<file path="src/verilog/jpeg_backend_pkg.sv">
////////////////////////////////////////////////////////////////////////////
// jpeg output back end definitions
// stream widths, sizing constants and the flush sequencer states shared
// by the bit packer, the byte FIFO, the byte stuffer and the top level
////////////////////////////////////////////////////////////////////////////

package jpeg_backend_pkg;

    ////////////////////////////////////////////////////////////////////////////
    // widths and sizing
    localparam int WORD_WIDTH = 32;
    localparam int LEN_WIDTH  = 6;
    localparam int BYTE_WIDTH = 8;

    // an upper bound on how long data can live in the pipeline after the
    // encoder has finished the frame
    localparam int DRAIN_CYCLES = 256;

    localparam int FIFO_DEPTH     = 4;
    localparam int FIFO_PTR_WIDTH = $clog2(FIFO_DEPTH);

    localparam int BYTES_PER_WORD = WORD_WIDTH / BYTE_WIDTH;
    localparam int BYTE_IDX_WIDTH = $clog2(BYTES_PER_WORD);

    ////////////////////////////////////////////////////////////////////////////
    // types

    // codewords are right-aligned, only the low len bits carry data
    typedef logic [WORD_WIDTH-1:0] codeword_t;
    typedef logic [LEN_WIDTH-1:0]  code_len_t;
    typedef logic [WORD_WIDTH-1:0] packed_word_t;
    typedef logic [BYTE_WIDTH-1:0] stream_byte_t;

    // one bit wider than needed for the count itself so that it can sit at
    // DRAIN_CYCLES
    typedef logic [8:0] drain_count_t;

    typedef enum logic [1:0] {
        FLUSH_IDLE,
        FLUSH_PAD,
        FLUSH_CLEAR
    } flush_state_t;

endpackage
</file>
<file path="src/verilog/jpeg_backend.sv">
////////////////////////////////////////////////////////////////////////////
// JPEG output back end
// turns entropy codewords into a stuffed JPEG byte stream with a
// frame-active flag that covers the pipeline drain
////////////////////////////////////////////////////////////////////////////

`timescale 1ns/100ps

module jpeg_backend
    import jpeg_backend_pkg::*;
(
    input  logic         clock,
    input  logic         nreset,

    input  logic         codeword_valid_i,
    input  codeword_t    codeword_i,
    input  code_len_t    codeword_len_i,
    input  logic         frame_done_i,

    output logic         byte_valid_o,
    output stream_byte_t byte_o,
    output logic         frame_active_o
);

    logic         pack_valid;
    codeword_t    pack_data;
    code_len_t    pack_len;
    logic         pack_clear;

    logic         word_valid;
    packed_word_t word_data;

    logic         fifo_byte_valid;
    stream_byte_t fifo_byte;
    logic         stuffer_ready;

    frame_flush_control u_flush (
        .clock            (clock),
        .nreset           (nreset),
        .frame_done_i     (frame_done_i),
        .codeword_valid_i (codeword_valid_i),
        .codeword_i       (codeword_i),
        .codeword_len_i   (codeword_len_i),
        .word_valid_i     (word_valid),
        .pack_valid_o     (pack_valid),
        .pack_data_o      (pack_data),
        .pack_len_o       (pack_len),
        .pack_clear_o     (pack_clear),
        .frame_active_o   (frame_active_o)
    );

    bit_packer u_packer (
        .clock        (clock),
        .nreset       (nreset),
        .valid_i      (pack_valid),
        .data_i       (pack_data),
        .len_i        (pack_len),
        .clear_i      (pack_clear),
        .word_valid_o (word_valid),
        .word_o       (word_data)
    );

    word_byte_fifo u_fifo (
        .clock        (clock),
        .nreset       (nreset),
        .word_valid_i (word_valid),
        .word_i       (word_data),
        .ready_i      (stuffer_ready),
        .byte_valid_o (fifo_byte_valid),
        .byte_o       (fifo_byte)
    );

    byte_stuffer u_stuffer (
        .clock   (clock),
        .nreset  (nreset),
        .valid_i (fifo_byte_valid),
        .byte_i  (fifo_byte),
        .ready_o (stuffer_ready),
        .valid_o (byte_valid_o),
        .byte_o  (byte_o)
    );

endmodule

</file>
<file path="src/verilog/byte_stuffer.sv">
////////////////////////////////////////////////////////////////////////////
// JPEG byte stuffer
// registers the byte stream and follows every FF with an inserted 00,
// stalling the byte FIFO for the cycle of the insertion
////////////////////////////////////////////////////////////////////////////

`timescale 1ns/100ps

module byte_stuffer
    import jpeg_backend_pkg::*;
(
    input  logic         clock,
    input  logic         nreset,

    input  logic         valid_i,
    input  stream_byte_t byte_i,
    output logic         ready_o,

    output logic         valid_o,
    output stream_byte_t byte_o
);

    logic stuff_now;

    // an FF on the output means the next output slot belongs to the 00
    assign stuff_now = valid_o && (byte_o == stream_byte_t'(8'hff));
    assign ready_o = !stuff_now;

    always_ff @(posedge clock) begin
        if (nreset) begin
            valid_o <= 1'b0;
        end else if (stuff_now) begin
            valid_o <= 1'b1;
        end else begin
            valid_o <= valid_i;
        end
    end

    always_ff @(posedge clock) begin
        if (stuff_now) begin
            byte_o <= '0;
        end else if (valid_i) begin
            byte_o <= byte_i;
        end
    end

    // the 00 follows the FF while the byte waiting at the input is held back
    a_ff_followed_by_zero: assert property (
        @(posedge clock) disable iff (nreset)
        (stuff_now && valid_i)
            |=> valid_o && (byte_o == stream_byte_t'(8'h00))
                && valid_i && $stable(byte_i)
    );

endmodule

</file>
<file path="src/verilog/word_byte_fifo.sv">
////////////////////////////////////////////////////////////////////////////
// word to byte FIFO
// buffers packed words and hands them to the byte stuffer one byte per
// handshake, most significant byte first
////////////////////////////////////////////////////////////////////////////

`timescale 1ns/100ps

module word_byte_fifo
    import jpeg_backend_pkg::*;
(
    input  logic         clock,
    input  logic         nreset,

    input  logic         word_valid_i,
    input  packed_word_t word_i,

    input  logic         ready_i,
    output logic         byte_valid_o,
    output stream_byte_t byte_o
);

    packed_word_t mem_q [FIFO_DEPTH];

    // the depth is a power of two so the pointers wrap on their own
    logic [FIFO_PTR_WIDTH-1:0] wr_ptr_q;
    logic [FIFO_PTR_WIDTH-1:0] rd_ptr_q;
    logic [FIFO_PTR_WIDTH:0]   count_q;
    logic [BYTE_IDX_WIDTH-1:0] byte_idx_q;

    packed_word_t head_shifted;
    logic         full;
    logic         pop;
    logic         retire;
    logic         push;

    assign full = count_q == (FIFO_PTR_WIDTH+1)'(FIFO_DEPTH);
    assign byte_valid_o = count_q != '0;
    assign pop = byte_valid_o && ready_i;

    // the head word leaves with its last byte
    assign retire = pop && (byte_idx_q == BYTE_IDX_WIDTH'(BYTES_PER_WORD - 1));

    // a word may enter a full buffer in the cycle the head word leaves
    assign push = word_valid_i && (!full || retire);

    ////////////////////////////////////////////////////////////////////////////
    // byte selection
    always_comb begin
        head_shifted = mem_q[rd_ptr_q] << (BYTE_WIDTH * byte_idx_q);
    end

    assign byte_o = head_shifted[WORD_WIDTH-1 -: BYTE_WIDTH];

    ////////////////////////////////////////////////////////////////////////////
    // storage and pointers
    always_ff @(posedge clock) begin
        if (push) begin
            mem_q[wr_ptr_q] <= word_i;
        end
    end

    always_ff @(posedge clock) begin
        if (nreset) begin
            wr_ptr_q <= '0;
            rd_ptr_q <= '0;
            count_q <= '0;
            byte_idx_q <= '0;
        end else begin
            if (push) begin
                wr_ptr_q <= wr_ptr_q + 1'b1;
            end

            if (pop) begin
                byte_idx_q <= byte_idx_q + 1'b1;
            end

            if (retire) begin
                rd_ptr_q <= rd_ptr_q + 1'b1;
            end

            case ({push, retire})
                2'b10:   count_q <= count_q + 1'b1;
                2'b01:   count_q <= count_q - 1'b1;
                default: count_q <= count_q;
            endcase
        end
    end

    // the source rate limit has to keep the packer from outrunning the stuffer
    a_no_overflow: assert property (
        @(posedge clock) disable iff (nreset)
        word_valid_i |-> (!full || retire)
    );

endmodule

</file>
<file path="src/verilog/frame_flush_control.sv">
////////////////////////////////////////////////////////////////////////////
// end of frame flush sequencer
// pads the last partial word with one bits, clears the packer, and keeps
// the frame-active flag up until the output pipeline has drained
////////////////////////////////////////////////////////////////////////////

`timescale 1ns/100ps

module frame_flush_control
    import jpeg_backend_pkg::*;
(
    input  logic      clock,
    input  logic      nreset,

    input  logic      frame_done_i,
    input  logic      codeword_valid_i,
    input  codeword_t codeword_i,
    input  code_len_t codeword_len_i,
    input  logic      word_valid_i,

    output logic      pack_valid_o,
    output codeword_t pack_data_o,
    output code_len_t pack_len_o,
    output logic      pack_clear_o,
    output logic      frame_active_o
);

    flush_state_t state_q;
    flush_state_t state_d;
    drain_count_t drain_count_q;

    ////////////////////////////////////////////////////////////////////////////
    // flush FSM and packer input mux
    always_comb begin
        state_d = state_q;
        pack_valid_o = codeword_valid_i;
        pack_data_o = codeword_i;
        pack_len_o = codeword_len_i;
        pack_clear_o = 1'b0;

        case (state_q)
            FLUSH_IDLE: begin
                if (frame_done_i) begin
                    state_d = FLUSH_PAD;
                end
            end

            FLUSH_PAD: begin
                // a full word of ones always pushes the partial word out
                pack_valid_o = 1'b1;
                pack_data_o = '1;
                pack_len_o = code_len_t'(WORD_WIDTH);
                state_d = FLUSH_CLEAR;
            end

            FLUSH_CLEAR: begin
                // drops the padding overflow and any late codewords
                pack_valid_o = 1'b0;
                pack_clear_o = 1'b1;
                if (!frame_done_i) begin
                    state_d = FLUSH_IDLE;
                end
            end

            default: begin
                state_d = FLUSH_IDLE;
            end
        endcase
    end

    always_ff @(posedge clock) begin
        if (nreset) begin
            state_q <= FLUSH_IDLE;
        end else begin
            state_q <= state_d;
        end
    end

    ////////////////////////////////////////////////////////////////////////////
    // drain timer and frame-active flag
    always_ff @(posedge clock) begin
        if (nreset) begin
            drain_count_q <= '0;
            frame_active_o <= 1'b0;
        end else begin
            if (!frame_done_i) begin
                drain_count_q <= '0;
            end else if (drain_count_q != drain_count_t'(DRAIN_CYCLES)) begin
                drain_count_q <= drain_count_q + drain_count_t'(1);
            end

            // a new word wins over the end of the drain period
            if (word_valid_i) begin
                frame_active_o <= 1'b1;
            end else if (drain_count_q == drain_count_t'(DRAIN_CYCLES)) begin
                frame_active_o <= 1'b0;
            end
        end
    end

    // only one padding word may be injected per frame and the packer always
    // turns it into a complete word on the next edge
    a_pad_single_cycle: assert property (
        @(posedge clock) disable iff (nreset)
        (state_q == FLUSH_PAD) |=> (state_q != FLUSH_PAD) && word_valid_i
    );

endmodule

</file>
<file path="src/verilog/bit_packer.sv">
////////////////////////////////////////////////////////////////////////////
// bit packer
// appends variable length codewords MSB first into an accumulator and
// emits a 32-bit word each time the accumulator fills, carrying the
// overflow bits into the next word
////////////////////////////////////////////////////////////////////////////

`timescale 1ns/100ps

module bit_packer
    import jpeg_backend_pkg::*;
(
    input  logic         clock,
    input  logic         nreset,

    input  logic         valid_i,
    input  codeword_t    data_i,
    input  code_len_t    len_i,
    input  logic         clear_i,

    output logic         word_valid_o,
    output packed_word_t word_o
);

    // bits already collected, left aligned, and how many of them are valid
    packed_word_t acc_q;
    code_len_t    fill_q;

    // the accumulator followed by one word of space for overflow
    logic [2*WORD_WIDTH-1:0] len_mask;
    logic [2*WORD_WIDTH-1:0] incoming;
    logic [2*WORD_WIDTH-1:0] merged;
    logic [LEN_WIDTH:0]      mask_shift;
    logic [LEN_WIDTH:0]      place_shift;
    logic [LEN_WIDTH:0]      new_fill;
    logic                    word_full;

    ////////////////////////////////////////////////////////////////////////////
    // alignment of the incoming codeword
    always_comb begin
        // anything above len in the codeword is dropped
        mask_shift = (LEN_WIDTH+1)'(WORD_WIDTH) - {1'b0, len_i};
        len_mask = {{WORD_WIDTH{1'b0}}, {WORD_WIDTH{1'b1}}} >> mask_shift;

        // the first codeword bit lands right below the last held bit
        place_shift = (LEN_WIDTH+1)'(2 * WORD_WIDTH) - {1'b0, fill_q} - {1'b0, len_i};
        incoming = ({{WORD_WIDTH{1'b0}}, data_i} & len_mask) << place_shift;

        merged = {acc_q, {WORD_WIDTH{1'b0}}} | incoming;
        new_fill = {1'b0, fill_q} + {1'b0, len_i};
        word_full = new_fill >= (LEN_WIDTH+1)'(WORD_WIDTH);
    end

    ////////////////////////////////////////////////////////////////////////////
    // accumulator and word output
    always_ff @(posedge clock) begin
        if (nreset) begin
            acc_q <= '0;
            fill_q <= '0;
            word_valid_o <= 1'b0;
        end else if (clear_i) begin
            // the bits below fill must be zero for the merge to work
            acc_q <= '0;
            fill_q <= '0;
            word_valid_o <= 1'b0;
        end else if (valid_i) begin
            if (word_full) begin
                acc_q <= merged[WORD_WIDTH-1:0];
                fill_q <= LEN_WIDTH'(new_fill - (LEN_WIDTH+1)'(WORD_WIDTH));
                word_valid_o <= 1'b1;
            end else begin
                acc_q <= merged[2*WORD_WIDTH-1:WORD_WIDTH];
                fill_q <= LEN_WIDTH'(new_fill);
                word_valid_o <= 1'b0;
            end
        end else begin
            word_valid_o <= 1'b0;
        end
    end

    always_ff @(posedge clock) begin
        if (!clear_i && valid_i && word_full) begin
            word_o <= merged[2*WORD_WIDTH-1:WORD_WIDTH];
        end
    end

    // the flush sequencer and the encoder both have to keep lengths in range
    // or the placement shift wraps
    a_len_in_range: assert property (
        @(posedge clock) disable iff (nreset)
        valid_i |-> (len_i >= code_len_t'(1)) && (len_i <= code_len_t'(WORD_WIDTH))
    );

endmodule

</file>
<file path="config.mk">
export PLATFORM = sky130hd
export DESIGN_NAME = jpeg_backend
export DESIGN_NICKNAME = d
export VERILOG_FILES = /design/src/verilog/jpeg_backend_pkg.sv /design/src/verilog/jpeg_backend.sv /design/src/verilog/byte_stuffer.sv /design/src/verilog/word_byte_fifo.sv /design/src/verilog/frame_flush_control.sv /design/src/verilog/bit_packer.sv
export SDC_FILE = /design/constraint.sdc
export NUM_CORES = 1
export LEC_CHECK = 0
export BUFFER_PORTS_ARGS = -buffer_cell sky130_fd_sc_hd__clkbuf_2
export CORE_ASPECT_RATIO = 2
export CORE_MARGIN = 1.5
export CORE_UTILIZATION = 51
export CTS_BUF_LIST = sky130_fd_sc_hd__clkbuf_4 sky130_fd_sc_hd__clkbuf_8
export DETAILED_ROUTE_END_ITERATION = 6
export PLACE_DENSITY_LB_ADDON = 0.1
export SLEW_MARGIN = 30
export SYNTH_ARGS = -nofsm -noshare
export SYNTH_HDL_FRONTEND = slang
export SYNTH_SLANG_ARGS = --single-unit
</file>
<file path="constraint.sdc">
create_clock -name clock -period 7.2 [get_ports clock]
set_input_delay 0.72 -clock clock [delete_from_list [all_inputs] [get_ports clock]]
set_output_delay 0.72 -clock clock [all_outputs]
set_load 0.02 [all_outputs]
</file>
==> flow_summary.toml, run 1 <==
[sta]
max-slew-margin-rel_pct = 28.1
setup_viol = 0
finalCritPeriodShare_pct = 77.3
clock_skew_ns = 0.0380
report.final.slew_viol_count = 0
hold_viol = 0
tightest_slew_ns = 1.07
rsz0062_at_grt = "false"
fmax_mhz = 180
fin_tns_setup_ns = 0
post-route-min-period_ns = 5.56

[die]
coreArea_mm2 = 0.0281
ios = 52
die_w_um = 122
chipHeight_um = 241
initial_core_util_pct = 51.6
dieArea_mm2 = 0.0295
rows = 87

[synth]
async_reset_ff_share_pct = 0
synth_edf_count = 160
synth.area.top_cells = "edfxtp_1, dfxtp_1, mux4_2"
ys_types = 90
synth_area_per_cell_um2 = 9.75
synth_largest_area_cell = "edfxtp_1"
ys_ff_latch = 231
synthCells = 1485
synthesis.nets = 1560
seq_area_frac_synth_pct = 43.0
yosysWarnings = 0
synth_top_area_share_pct = 33.2
synth_ff_type = "edfxtp_1"
synthesis.area_mm2 = 0.0145

[layout]
area_delta_synth_final_pct = 9.70
layout-drive-gt1-share_pct = 17.3
layout.nets = 1584

[drt]
dr_total_vias = 13000
wl_per_cell_um = 27.9
drtIter0Drc = 1263
ant_nets = 0
wirelength_mm = 52.6
drt-pass1-iter-count = 6
drcViolationCount = 0
via_per_inst = 6.88

[global_routing]
grt_pass1_vias = 12800
grt_use_total_pct = 36.1
grt_pass1_wl_mm = 78.3
antenna_found_initial = 0
grt_max_degree = 45
gr-total-overflow = 0

[clock_network]
htreeDepth = 1
cts_tree = "yes"
numCtsBuffers = 30
cts_hold_buf = 0
clkTransAtPathRegs_ns = 0.07
cts.sinks = 231
cts_root_buf = "clkbuf_8"
cts_setup_buffers = 0
clock_latency_ns = 0.59
ctsResizeCount = 0
clk_path_buf_depth = 3

[outcome]
run_status = "complete, no violations"

[place]
place_congestion = 1.06
io_buffer_count = 51
place_hpwl_mm = 39.7

[setup_path]
worstSetupPathType = "reg2reg"
crit_start = "u_flush.state_q[1]$_SDFFE_PP0P_"
cp.required_ns = 7.68
cp_max_fo = 44
r2r-start = "u_flush.state_q[1]$_SDFFE_PP0P_"
crit_path_end_kind = "flip-flop"
start_kind = "flip-flop"
arrival_ns = 6.04

[hold_path]
worstHoldPathType = "reg2reg"
hold_start = "u_stuffer.byte_o[5]$_SDFFE_PP0P_"

[run]
drv_cap = 0
worst max-delay path, cell delays in order (launching register included):
cell and delay (ns):
dfxtp_1 0.31, inv_1 0.11, ha_2 0.41, buf_4 0.47, or2_1 0.48, ha_1 0.37, ha_1 0.43, nor4b_1 0.34
or3_1 0.56, nand2_1 0.42, nor2_1 0.81, a31o_2 0.30, nand2b_1 0.11, a31oi_1 0.08, nor3_1 0.21
kinds of logic after synthesis:
logic type	share of synthesized area, %
AO/OA/AOI/OAI	23.6
AND/OR/NAND/NOR	16.5
XOR/XNOR	1.51
adder cells (fa/ha/maj)	3.01
flip-flops	43.0
buffers and inverters	4.14
multiplexers	8.28
final cells by class:
| type | count | area, um^2 |
|---|---|---|
| sequential | 231 | 6230 |
| tap | 356 | 445 |
| timing repair buffer | 102 | 636 |
| inverter | 39 | 146 |
| clock buffer | 42 | 534 |
| antenna | 1 | 2.50 |
| clock inverter | 14 | 150 |
| fill | 2477 | 12200 |
| multi-input combinational | 1105 | 7740 |
cell usage in the layout (no fill, tap or decap), types with 11 or more instances in the layout:
cell and n:
dfxtp_1 70, ha_1 29, o22ai_1 15, nor2_1 144
and3_1 15, buf_4 50, nor3_1 37, mux2i_1 13
mux4_2 43, and2_1 16, clkbuf_8 35, clkbuf_2 51
a211oi_1 24, a21oi_1 118, a31oi_1 34, inv_1 36
nand2b_1 14, nand3_1 68, a221o_1 13, o31ai_1 15
o211ai_1 14, xnor2_1 11, a22oi_1 14, a21o_1 14
nand2_1 113, nand4_1 16, o21ai_0 68, or3_1 11
edfxtp_1 160
cells in the mapped netlist (10+ instances only):
| master | count |
|---|---|
| and2_1 | 16 |
| nand2_1 | 113 |
| buf_1 | 10 |
| nor2b_1 | 10 |
| or3_1 | 11 |
| ha_1 | 30 |
| buf_2 | 16 |
| a311oi_1 | 10 |
| nor4_1 | 10 |
| a21oi_1 | 118 |
| mux4_2 | 43 |
| inv_1 | 36 |
| a22oi_1 | 14 |
| nor2_1 | 145 |
| and3_1 | 15 |
| clkbuf_1 | 80 |
| xor2_1 | 12 |
| a211oi_1 | 24 |
| dfxtp_1 | 71 |
| nand3_1 | 68 |
| o21ai_0 | 68 |
| a221o_1 | 13 |
| a31o_2 | 10 |
| mux2i_1 | 14 |
| o31ai_1 | 16 |
| nor3_1 | 39 |
| nand4_1 | 16 |
| o211ai_1 | 14 |
| nand2b_1 | 14 |
| a21o_1 | 14 |
| edfxtp_1 | 160 |
| xnor2_1 | 13 |
| a31oi_1 | 34 |
| o22ai_1 | 15 |
path summary, 6_finish.rpt:
path,to,slack [ns],cells after the start
max,u_packer.acc_q[27]$_SDFFE_PP0P_,1.64,14
max reg2reg,u_packer.acc_q[27]$_SDFFE_PP0P_,1.64,14
min,u_stuffer.byte_o[5]$_SDFFE_PP0P_,0.48,2
min reg2reg,u_stuffer.byte_o[5]$_SDFFE_PP0P_,0.48,2
sequential cells by signal, indices dropped and copies added, names as in the netlist, named ones only:
name,flops
u_fifo.mem_q,128
u_packer.acc_q,32
u_packer.word_o,32
u_flush.drain_count_q,9
u_stuffer.byte_o,8
u_packer.fill_q,6
u_fifo.count_q,3
u_fifo.byte_idx_q,2
u_fifo.rd_ptr_q,2
u_fifo.wr_ptr_q,2
u_flush.state_q,2
u_flush.frame_active_o,1
u_packer.word_valid_o,1
u_stuffer.valid_o,1
metrics by stage:
step	instances	area (um^2)	utilization [%]	hold WS, ns	setup WS, ns
after floorplan	1485	14500	-	0.437	2.45
after global placement	1832	15200	54.0	0.456	1.61
after detailed placement	1832	15200	54.0	0.472	1.69
after CTS	1888	15900	56.5	0.482	1.96
after global routing	1889	15900	56.5	0.507	1.44
final	1890	15900	56.6	0.475	1.64
per-layer routing:
layer  global-route usage (%)  wire, um  vias up
met5                        0         0        -
met4                     32.7      5790        0
met3                     4.85      2910      270
met2                     65.5     27300      687
met1                     34.6     16700     6211
li1                         -         -     5831
Power of run 1 is left out: the tool's default activity adds up to more than one toggle a clock period on the data nets, which glitch-free logic cannot reach.
==> run 2: changes to the inputs <==
Settings changed: ABC_AREA set to 1.
Clock period 7.2 ns to 4.8 ns, I/O delays scaled along.
==> run 2 against run 1 <==
  * Final cell count increased by 6.5%
  * Fmax increased by 31%
  * Critical path depth increased by 4
  * Utilization decreased by 0.21 points
  * Register-to-register slack got worse by 1.1 ns
  * Wire length decreased by 27%
  * Sequential share of layout area increased by 3.0 points
  * Via count decreased by 13%
  * Critical path type unchanged
  * Critical endpoint is now u_packer.acc_q[6]$_SDFFE_PP0P_
  * Largest cell class unchanged
==> flow_summary.toml, run 2 <==
[synth]
synthCells = 1617
seq_area_frac_synth_pct = 46.1
synthesis.area_mm2 = 0.0135
synth_largest_area_cell = "edfxtp_1"
synth_ff_type = "edfxtp_1"
ys_ff_latch = 231
ys_types = 56
synth_top_area_share_pct = 35.5
synthesis.nets = 1692
synth_edf_count = 160
synth_area_per_cell_um2 = 8.36
synth.area.top_cells = "edfxtp_1, nand3_1, dfxtp_1"
synthTopCellsByCount = "nand3_1, nand2_1, edfxtp_1"
async_reset_ff_share_pct = 0
yosysMostFrequentCell = "nand3_1"
yosysWarnings = 0

[hold_path]
hold_start = "frame_done_i"
hold_end = "u_flush.drain_count_q[2]$_SDFFE_PP0N_"
min_path_cells = 3
worstHoldPathType = "in2reg"

[die]
initial_core_util_pct = 51.6
rows = 84
ios = 52
die_w_um = 118
coreArea_mm2 = 0.0262
chipHeight_um = 233
dieArea_mm2 = 0.0275

[setup_path]
reg2reg_slack_ns = 0.55
r2r-start = "u_flush.state_q[1]$_SDFFE_PP0P_"
crit_path_end_kind = "flip-flop"
reg2reg_depth = 18
worstSetupPathType = "reg2reg"
cp.required_ns = 5.23
cp_max_fo = 37
arrival_ns = 4.68
start_kind = "flip-flop"
r2r-end = "u_packer.acc_q[6]$_SDFFE_PP0P_"

[drt]
drt-pass1-iter-count = 5
drcViolationCount = 0
wl_per_cell_um = 19.2
ant_nets = 0
wirelength_mm = 38.6
dr_total_vias = 11300
drtIter0Drc = 724
via_per_inst = 5.61

[global_routing]
antenna_found_initial = 1
gr-total-overflow = 0
grt_use_total_pct = 28.5
grt_max_degree = 80
grt_pass1_wl_mm = 60.6
grt_pass1_vias = 11100

[sta]
fin_tns_setup_ns = 0
post-route-min-period_ns = 4.25
clock_skew_ns = 0.0218
rsz0062_at_grt = "false"
fmax_mhz = 235
hold_viol = 0
max-slew-margin-rel_pct = 37.6
tightest_slew_ns = 0.936
finalCritPeriodShare_pct = 88.5
report.final.slew_viol_count = 0
setup_viol = 0

[power]
p_total_mw = 11.2
power_density_mw_per_mm2 = 759
vdd_drop_max_uv = 504
power.leakage_nw = 5.99

[place]
io_buffer_count = 51
place_congestion = 1.04
dp.cells = 1951
place_hpwl_mm = 29.9

[clock_network]
htreeDepth = 2
cts_root_buf = "clkbuf_8"
cts_setup_buffers = 0
clkTransAtPathRegs_ns = 0.09
ctsResizeCount = 0
cts_tree = "yes"
numCtsBuffers = 34
cts_hold_buf = 0
clock_latency_ns = 0.51
cts.sinks = 231
clk_path_buf_depth = 3

[run]
drv_cap = 0

[layout]
stdcell_count = 2012
top_register = "u_fifo.mem_q"
layout_commonest_cell = "nand3_1"
area_delta_synth_final_pct = 9.10
layout-drive-gt1-share_pct = 15.0
n_fill_cell = 2453
mostFrequentLayoutCells = "nand3_1, nand2_1, edfxtp_1"
largest_reg_flops = 128
top_regs = "u_fifo.mem_q (128), u_packer.acc_q (32), u_packer.word_o (32)"
layout.nets = 1718

[outcome]
run_status = "complete, no violations"
-- run 2: changes by cell type in the layout (fill, tap and decap cells not counted), sizes merged, moves of 20 or more --
cell,previous run,this run
a211oi,27,0
a31oi,34,2
buf,51,31
inv,37,165
mux4,43,0
nand2,113,292
nand3,68,340
nand4,16,49
nor2,146,88
nor3,42,9
o211ai,14,34
o21ai,74,113
-- run 2: cell families (layout without fill, tap and decap cells) --
family / Yosys count / in the layout / synth area share, %
XOR/XNOR: 7 / 7 / 0.509
AND/OR/NAND/NOR: 791 / 791 / 28.7
adder cells (fa/ha/maj): 33 / 33 / 3.22
other: 0 / 1 / 0
AO/OA/AOI/OAI: 263 / 263 / 11.1
flip-flops: 231 / 231 / 46.1
multiplexers: 32 / 32 / 2.37
buffers and inverters: 260 / 310 / 8.02
-- run 2: area by class of cell --
class	count	area, um^2	area share [%]
Timing Repair Buffer	82	488	3.31
Clock buffer	50	613	4.16
Clock inverter	10	76.3	0.518
Sequential cell	231	6230	42.2
Tap cell	344	430	2.92
Antenna cell	1	2.50	0.0170
Multi-Input combinational cell	1126	6260	42.5
Inverter	168	641	4.34
-- run 2: stage by stage --
step	instance area [um^2]	worst slack (ns)	util, %	hold slack [ns]
2_1_floorplan	13500	1.13	-	0.444
3_3_place_gp	14100	0.702	53.7	0.457
3_5_place_dp	14100	0.642	53.7	0.462
4_1_cts	14700	0.601	56.3	0.288
5_1_grt	14700	0.318	56.3	0.304
6_report	14700	0.553	56.3	0.313
-- run 2: where the power goes --
part	leakage [nW]	total [mW]	switching [mW]	internal [mW]
registers	2.05	3.06	0.250	2.81
logic	3.58	6.53	4.71	1.82
clock network	0.365	1.60	0.726	0.877
total	5.99	11.2	5.69	5.51
-- run 2: routing by layer --
| metal | global-route usage (%) | wire, um | vias to the layer above | share of wire (%) |
|---|---|---|---|---|
| li1 | - | - | 5659 | - |
| met1 | 26.6 | 13100 | 5228 | 34 |
| met2 | 54.6 | 20800 | 268 | 54 |
| met3 | 2.69 | 1000 | 128 | 2.6 |
| met4 | 24.8 | 3720 | 0 | 9.6 |
| met5 | 0 | 0 | - | 0 |
-- run 2: worst max-delay path: stages, from the launching register on --
cell     delay, ns
dfxtp_1       0.32
inv_1         0.11
ha_1          0.51
inv_8         0.11
nand2_1       0.16
inv_1         0.08
ha_1          0.27
inv_1         0.04
ha_1          0.21
fa_1          0.48
inv_2         0.47
nand3_1       0.50
nand2_1       0.30
nand2_1       0.10
o21ai_1       0.14
nand2_1       0.07
nand2_1       0.08
nand2_1       0.05
a21oi_1       0.11
-- run 2: worst max path at each step --
stage,start,end,slack [ns],depth (start not counted)
2_1_floorplan,u_flush.state_q[1]$_SDFFE_PP0P_,u_packer.word_o[0]$_DFFE_PP_,1.13,19
3_3_place_gp,u_flush.state_q[1]$_SDFFE_PP0P_,u_packer.acc_q[6]$_SDFFE_PP0P_,0.70,18
3_5_place_dp,u_flush.state_q[1]$_SDFFE_PP0P_,u_packer.acc_q[6]$_SDFFE_PP0P_,0.64,18
4_1_cts,u_flush.state_q[1]$_SDFFE_PP0P_,u_packer.word_o[20]$_DFFE_PP_,0.60,17
5_1_grt,u_flush.state_q[1]$_SDFFE_PP0P_,u_packer.acc_q[5]$_SDFFE_PP0P_,0.32,20
6_report,u_flush.state_q[1]$_SDFFE_PP0P_,u_packer.acc_q[6]$_SDFFE_PP0P_,0.55,18
Note: power is estimated with default switching activity, not from simulation.
==> run 3: changes to the inputs <==
Settings changed: CORE_ASPECT_RATIO 2 to unset, PLACE_DENSITY_LB_ADDON 0.1 to 0.2.
==> run 3 against run 2 <==
  * Combinational power down 5.2%
  * Critical path depth is 1 higher
  * Utilization grew 0.19 points
  * Setup slack got worse by 0.093 ns
  * Hold slack worse by 0.047 ns
  * Clock-buffer cell count is 13 higher
  * Via count up 1.8%
  * Sequential cell count unchanged
  * Register-to-register slack lost 0.09 ns
  * Sequential share of layout area about the same
  * Final cell count is 0.55% lower
  * Fmax decreased by 2.2%
  * Critical endpoint is now u_packer.acc_q[11]$_SDFFE_PP0P_
  * Largest cell class unchanged
==> flow_summary.toml, run 3 (synthesized netlist as in run 2, its figures left out) <==
[outcome]
run_status = "complete, no violations"

[setup_path]
crit_family = "adder cells"
worstSetupPathType = "reg2reg"
critPathMaxStageDelay_ns = 0.61
r2r-start = "u_flush.state_q[1]$_SDFFE_PP0P_"
reg2reg_depth = 19
crit_top_cell = "inv_1"
crit_path_end_kind = "flip-flop"
crit_start = "u_flush.state_q[1]$_SDFFE_PP0P_"
r2r-end = "u_packer.acc_q[11]$_SDFFE_PP0P_"
cp_num_cells = 19
cp-endpoint = "u_packer.acc_q[11]$_SDFFE_PP0P_"
start_kind = "flip-flop"
reg2reg_slack_ns = 0.46
arrival_ns = 4.74
crit_path_cell_trace = "inv_1 > ha_1 > inv_8 > nand2_1 > inv_1 > ha_1 > inv_1 > ha_1 > fa_1 > a21oi_1 > o21ai_0 > xnor2_2 > nor2_1 > inv_1 > nand3_1 > nand2_1 > nand2_1 > a21oi_1 > nor2_1"
cp_max_fo = 21
critPathSlowestCell = "inv_1"
cp.required_ns = 5.20
crit_buf_inv = 5

[layout]
mostFrequentLayoutCells = "nand3_1, nand2_1, edfxtp_1"
area_delta_synth_final_pct = 9.01
diodes = 0
layout-drive-gt1-share_pct = 15.2
top_register = "u_fifo.mem_q"
layout.nets = 1711
top_regs = "u_fifo.mem_q (128), u_packer.acc_q (32), u_packer.word_o (32)"
largest_reg_flops = 128
layout_commonest_cell = "nand3_1"

[run]
drv_cap = 0

[die]
die_w_um = 166
dieArea_mm2 = 0.0275
coreArea_mm2 = 0.0261
ios = 52
initial_core_util_pct = 51.9
rows = 59
chipHeight_um = 166

[global_routing]
grt_busiest_layer = "met2"
grt.met1_usage_pct = 35.6
grt_pass1_wl_mm = 57.6
grt_max_degree = 65
antenna_found_initial = 0
gr-total-overflow = 0
grt_use_met2_pct = 43.0
met3_usage_pct = 2.88
grt_use_total_pct = 26.0
grt_pass1_vias = 10900

[sta]
setup_viol = 0
max-slew-margin-rel_pct = 40.1
fmax_mhz = 230
report.final.slew_viol_count = 0
finalCritPeriodShare_pct = 90.4
post-route-min-period_ns = 4.34
rsz0062_at_grt = "false"
clock_skew_ns = 0.0259
fin_tns_setup_ns = 0
hold_viol = 0
tightest_slew_ns = 0.898

[clock_network]
cts_tree = "yes"
clk_path_buf_depth = 3
cts_hold_buf = 0
cts_root_buf = "clkbuf_8"
htreeDepth = 2
ctsResizeCount = 0
numCtsBuffers = 38
clkTransAtPathRegs_ns = 0.06
cts_setup_buffers = 0
clock_latency_ns = 0.53
cts.sinks = 231

[place]
place_hpwl_mm = 25.0
io_buffer_count = 51
place_congestion = 0.973

[drt]
dr_total_vias = 11500
ant_nets = 0
wirelength_mm = 35.9
wl_per_cell_um = 17.9
drcViolationCount = 0
drt-pass1-iter-count = 6
drtIter0Drc = 1208
via_per_inst = 5.74

[power]
vdd_drop_max_uv = 740
power_density_mw_per_mm2 = 751
power.leakage_nw = 6.00
p_total_mw = 11.1

[hold_path]
worstHoldPathType = "in2reg"
-- run 3: worst min-delay path by stage --
stage / from / endpoint / slack, ns / depth (start not counted)
4_1_cts: nreset / u_flush.frame_active_o$_SDFFE_PP0P_ / 0.24 / 2
6_report: nreset / u_stuffer.valid_o$_SDFF_PP0_ / 0.27 / 2
3_3_place_gp: u_fifo.rd_ptr_q[0]$_SDFFE_PP0P_ / flip-flop / 0.46 / 2
2_1_floorplan: u_flush.drain_count_q[8]$_SDFFE_PP0N_ / u_flush.drain_count_q[8]$_SDFFE_PP0N_ / 0.44 / 2
3_5_place_dp: u_fifo.rd_ptr_q[0]$_SDFFE_PP0P_ / flip-flop / 0.46 / 2
5_1_grt: nreset / u_stuffer.valid_o$_SDFF_PP0_ / 0.26 / 2
-- run 3: routing by layer --
metal,part of all wire (%),vias to the layer above
li1,-,5662
met1,45,5363
met2,47,389
met5,0,-
met4,2.7,0
met3,5.3,71
-- run 3: worst register-to-register path, delay by kind of cell (launching register included) --
family	cells	cell delay, ns
and+or+nand+nor	6	0.74
adders and majority gates	4	1.28
AOI/OAI and AO/OA	3	0.44
buffers and inverters	5	0.93
xor gates and xnor gates	1	0.52
DFF	1	0.31
-- run 3: report_power, final --
group	switching [mW]	internal, mW	total (mW)
combinational	4.44	1.75	6.19
sequential	0.316	2.81	3.13
clock	0.756	0.997	1.75
total	5.51	5.56	11.1
-- run 3: layout make-up --
| type | count | area, um^2 |
|---|---|---|
| Timing Repair Buffer | 71 | 405 |
| Clock buffer | 63 | 754 |
| Inverter | 168 | 641 |
| Clock inverter | 7 | 43.8 |
| Sequential cell | 231 | 6230 |
| Fill cell | 2395 | 11300 |
| Multi-Input combinational cell | 1126 | 6240 |
| Tap cell | 335 | 419 |
-- run 3: per-stage QoR --
step                      instance area (um^2)  utilization [%]  hold slack (ns)  instances  setup slack (ns)
after floorplan                          13500                -            0.444       1617              1.13
after detailed placement                 13900             53.5            0.464       1931             0.531
after global placement                   13900             53.5            0.456       1931             0.663
after CTS                                14700             56.5            0.238       2001             0.486
final                                    14700             56.5            0.266       2001             0.460
after global routing                     14700             56.5            0.262       2001             0.158
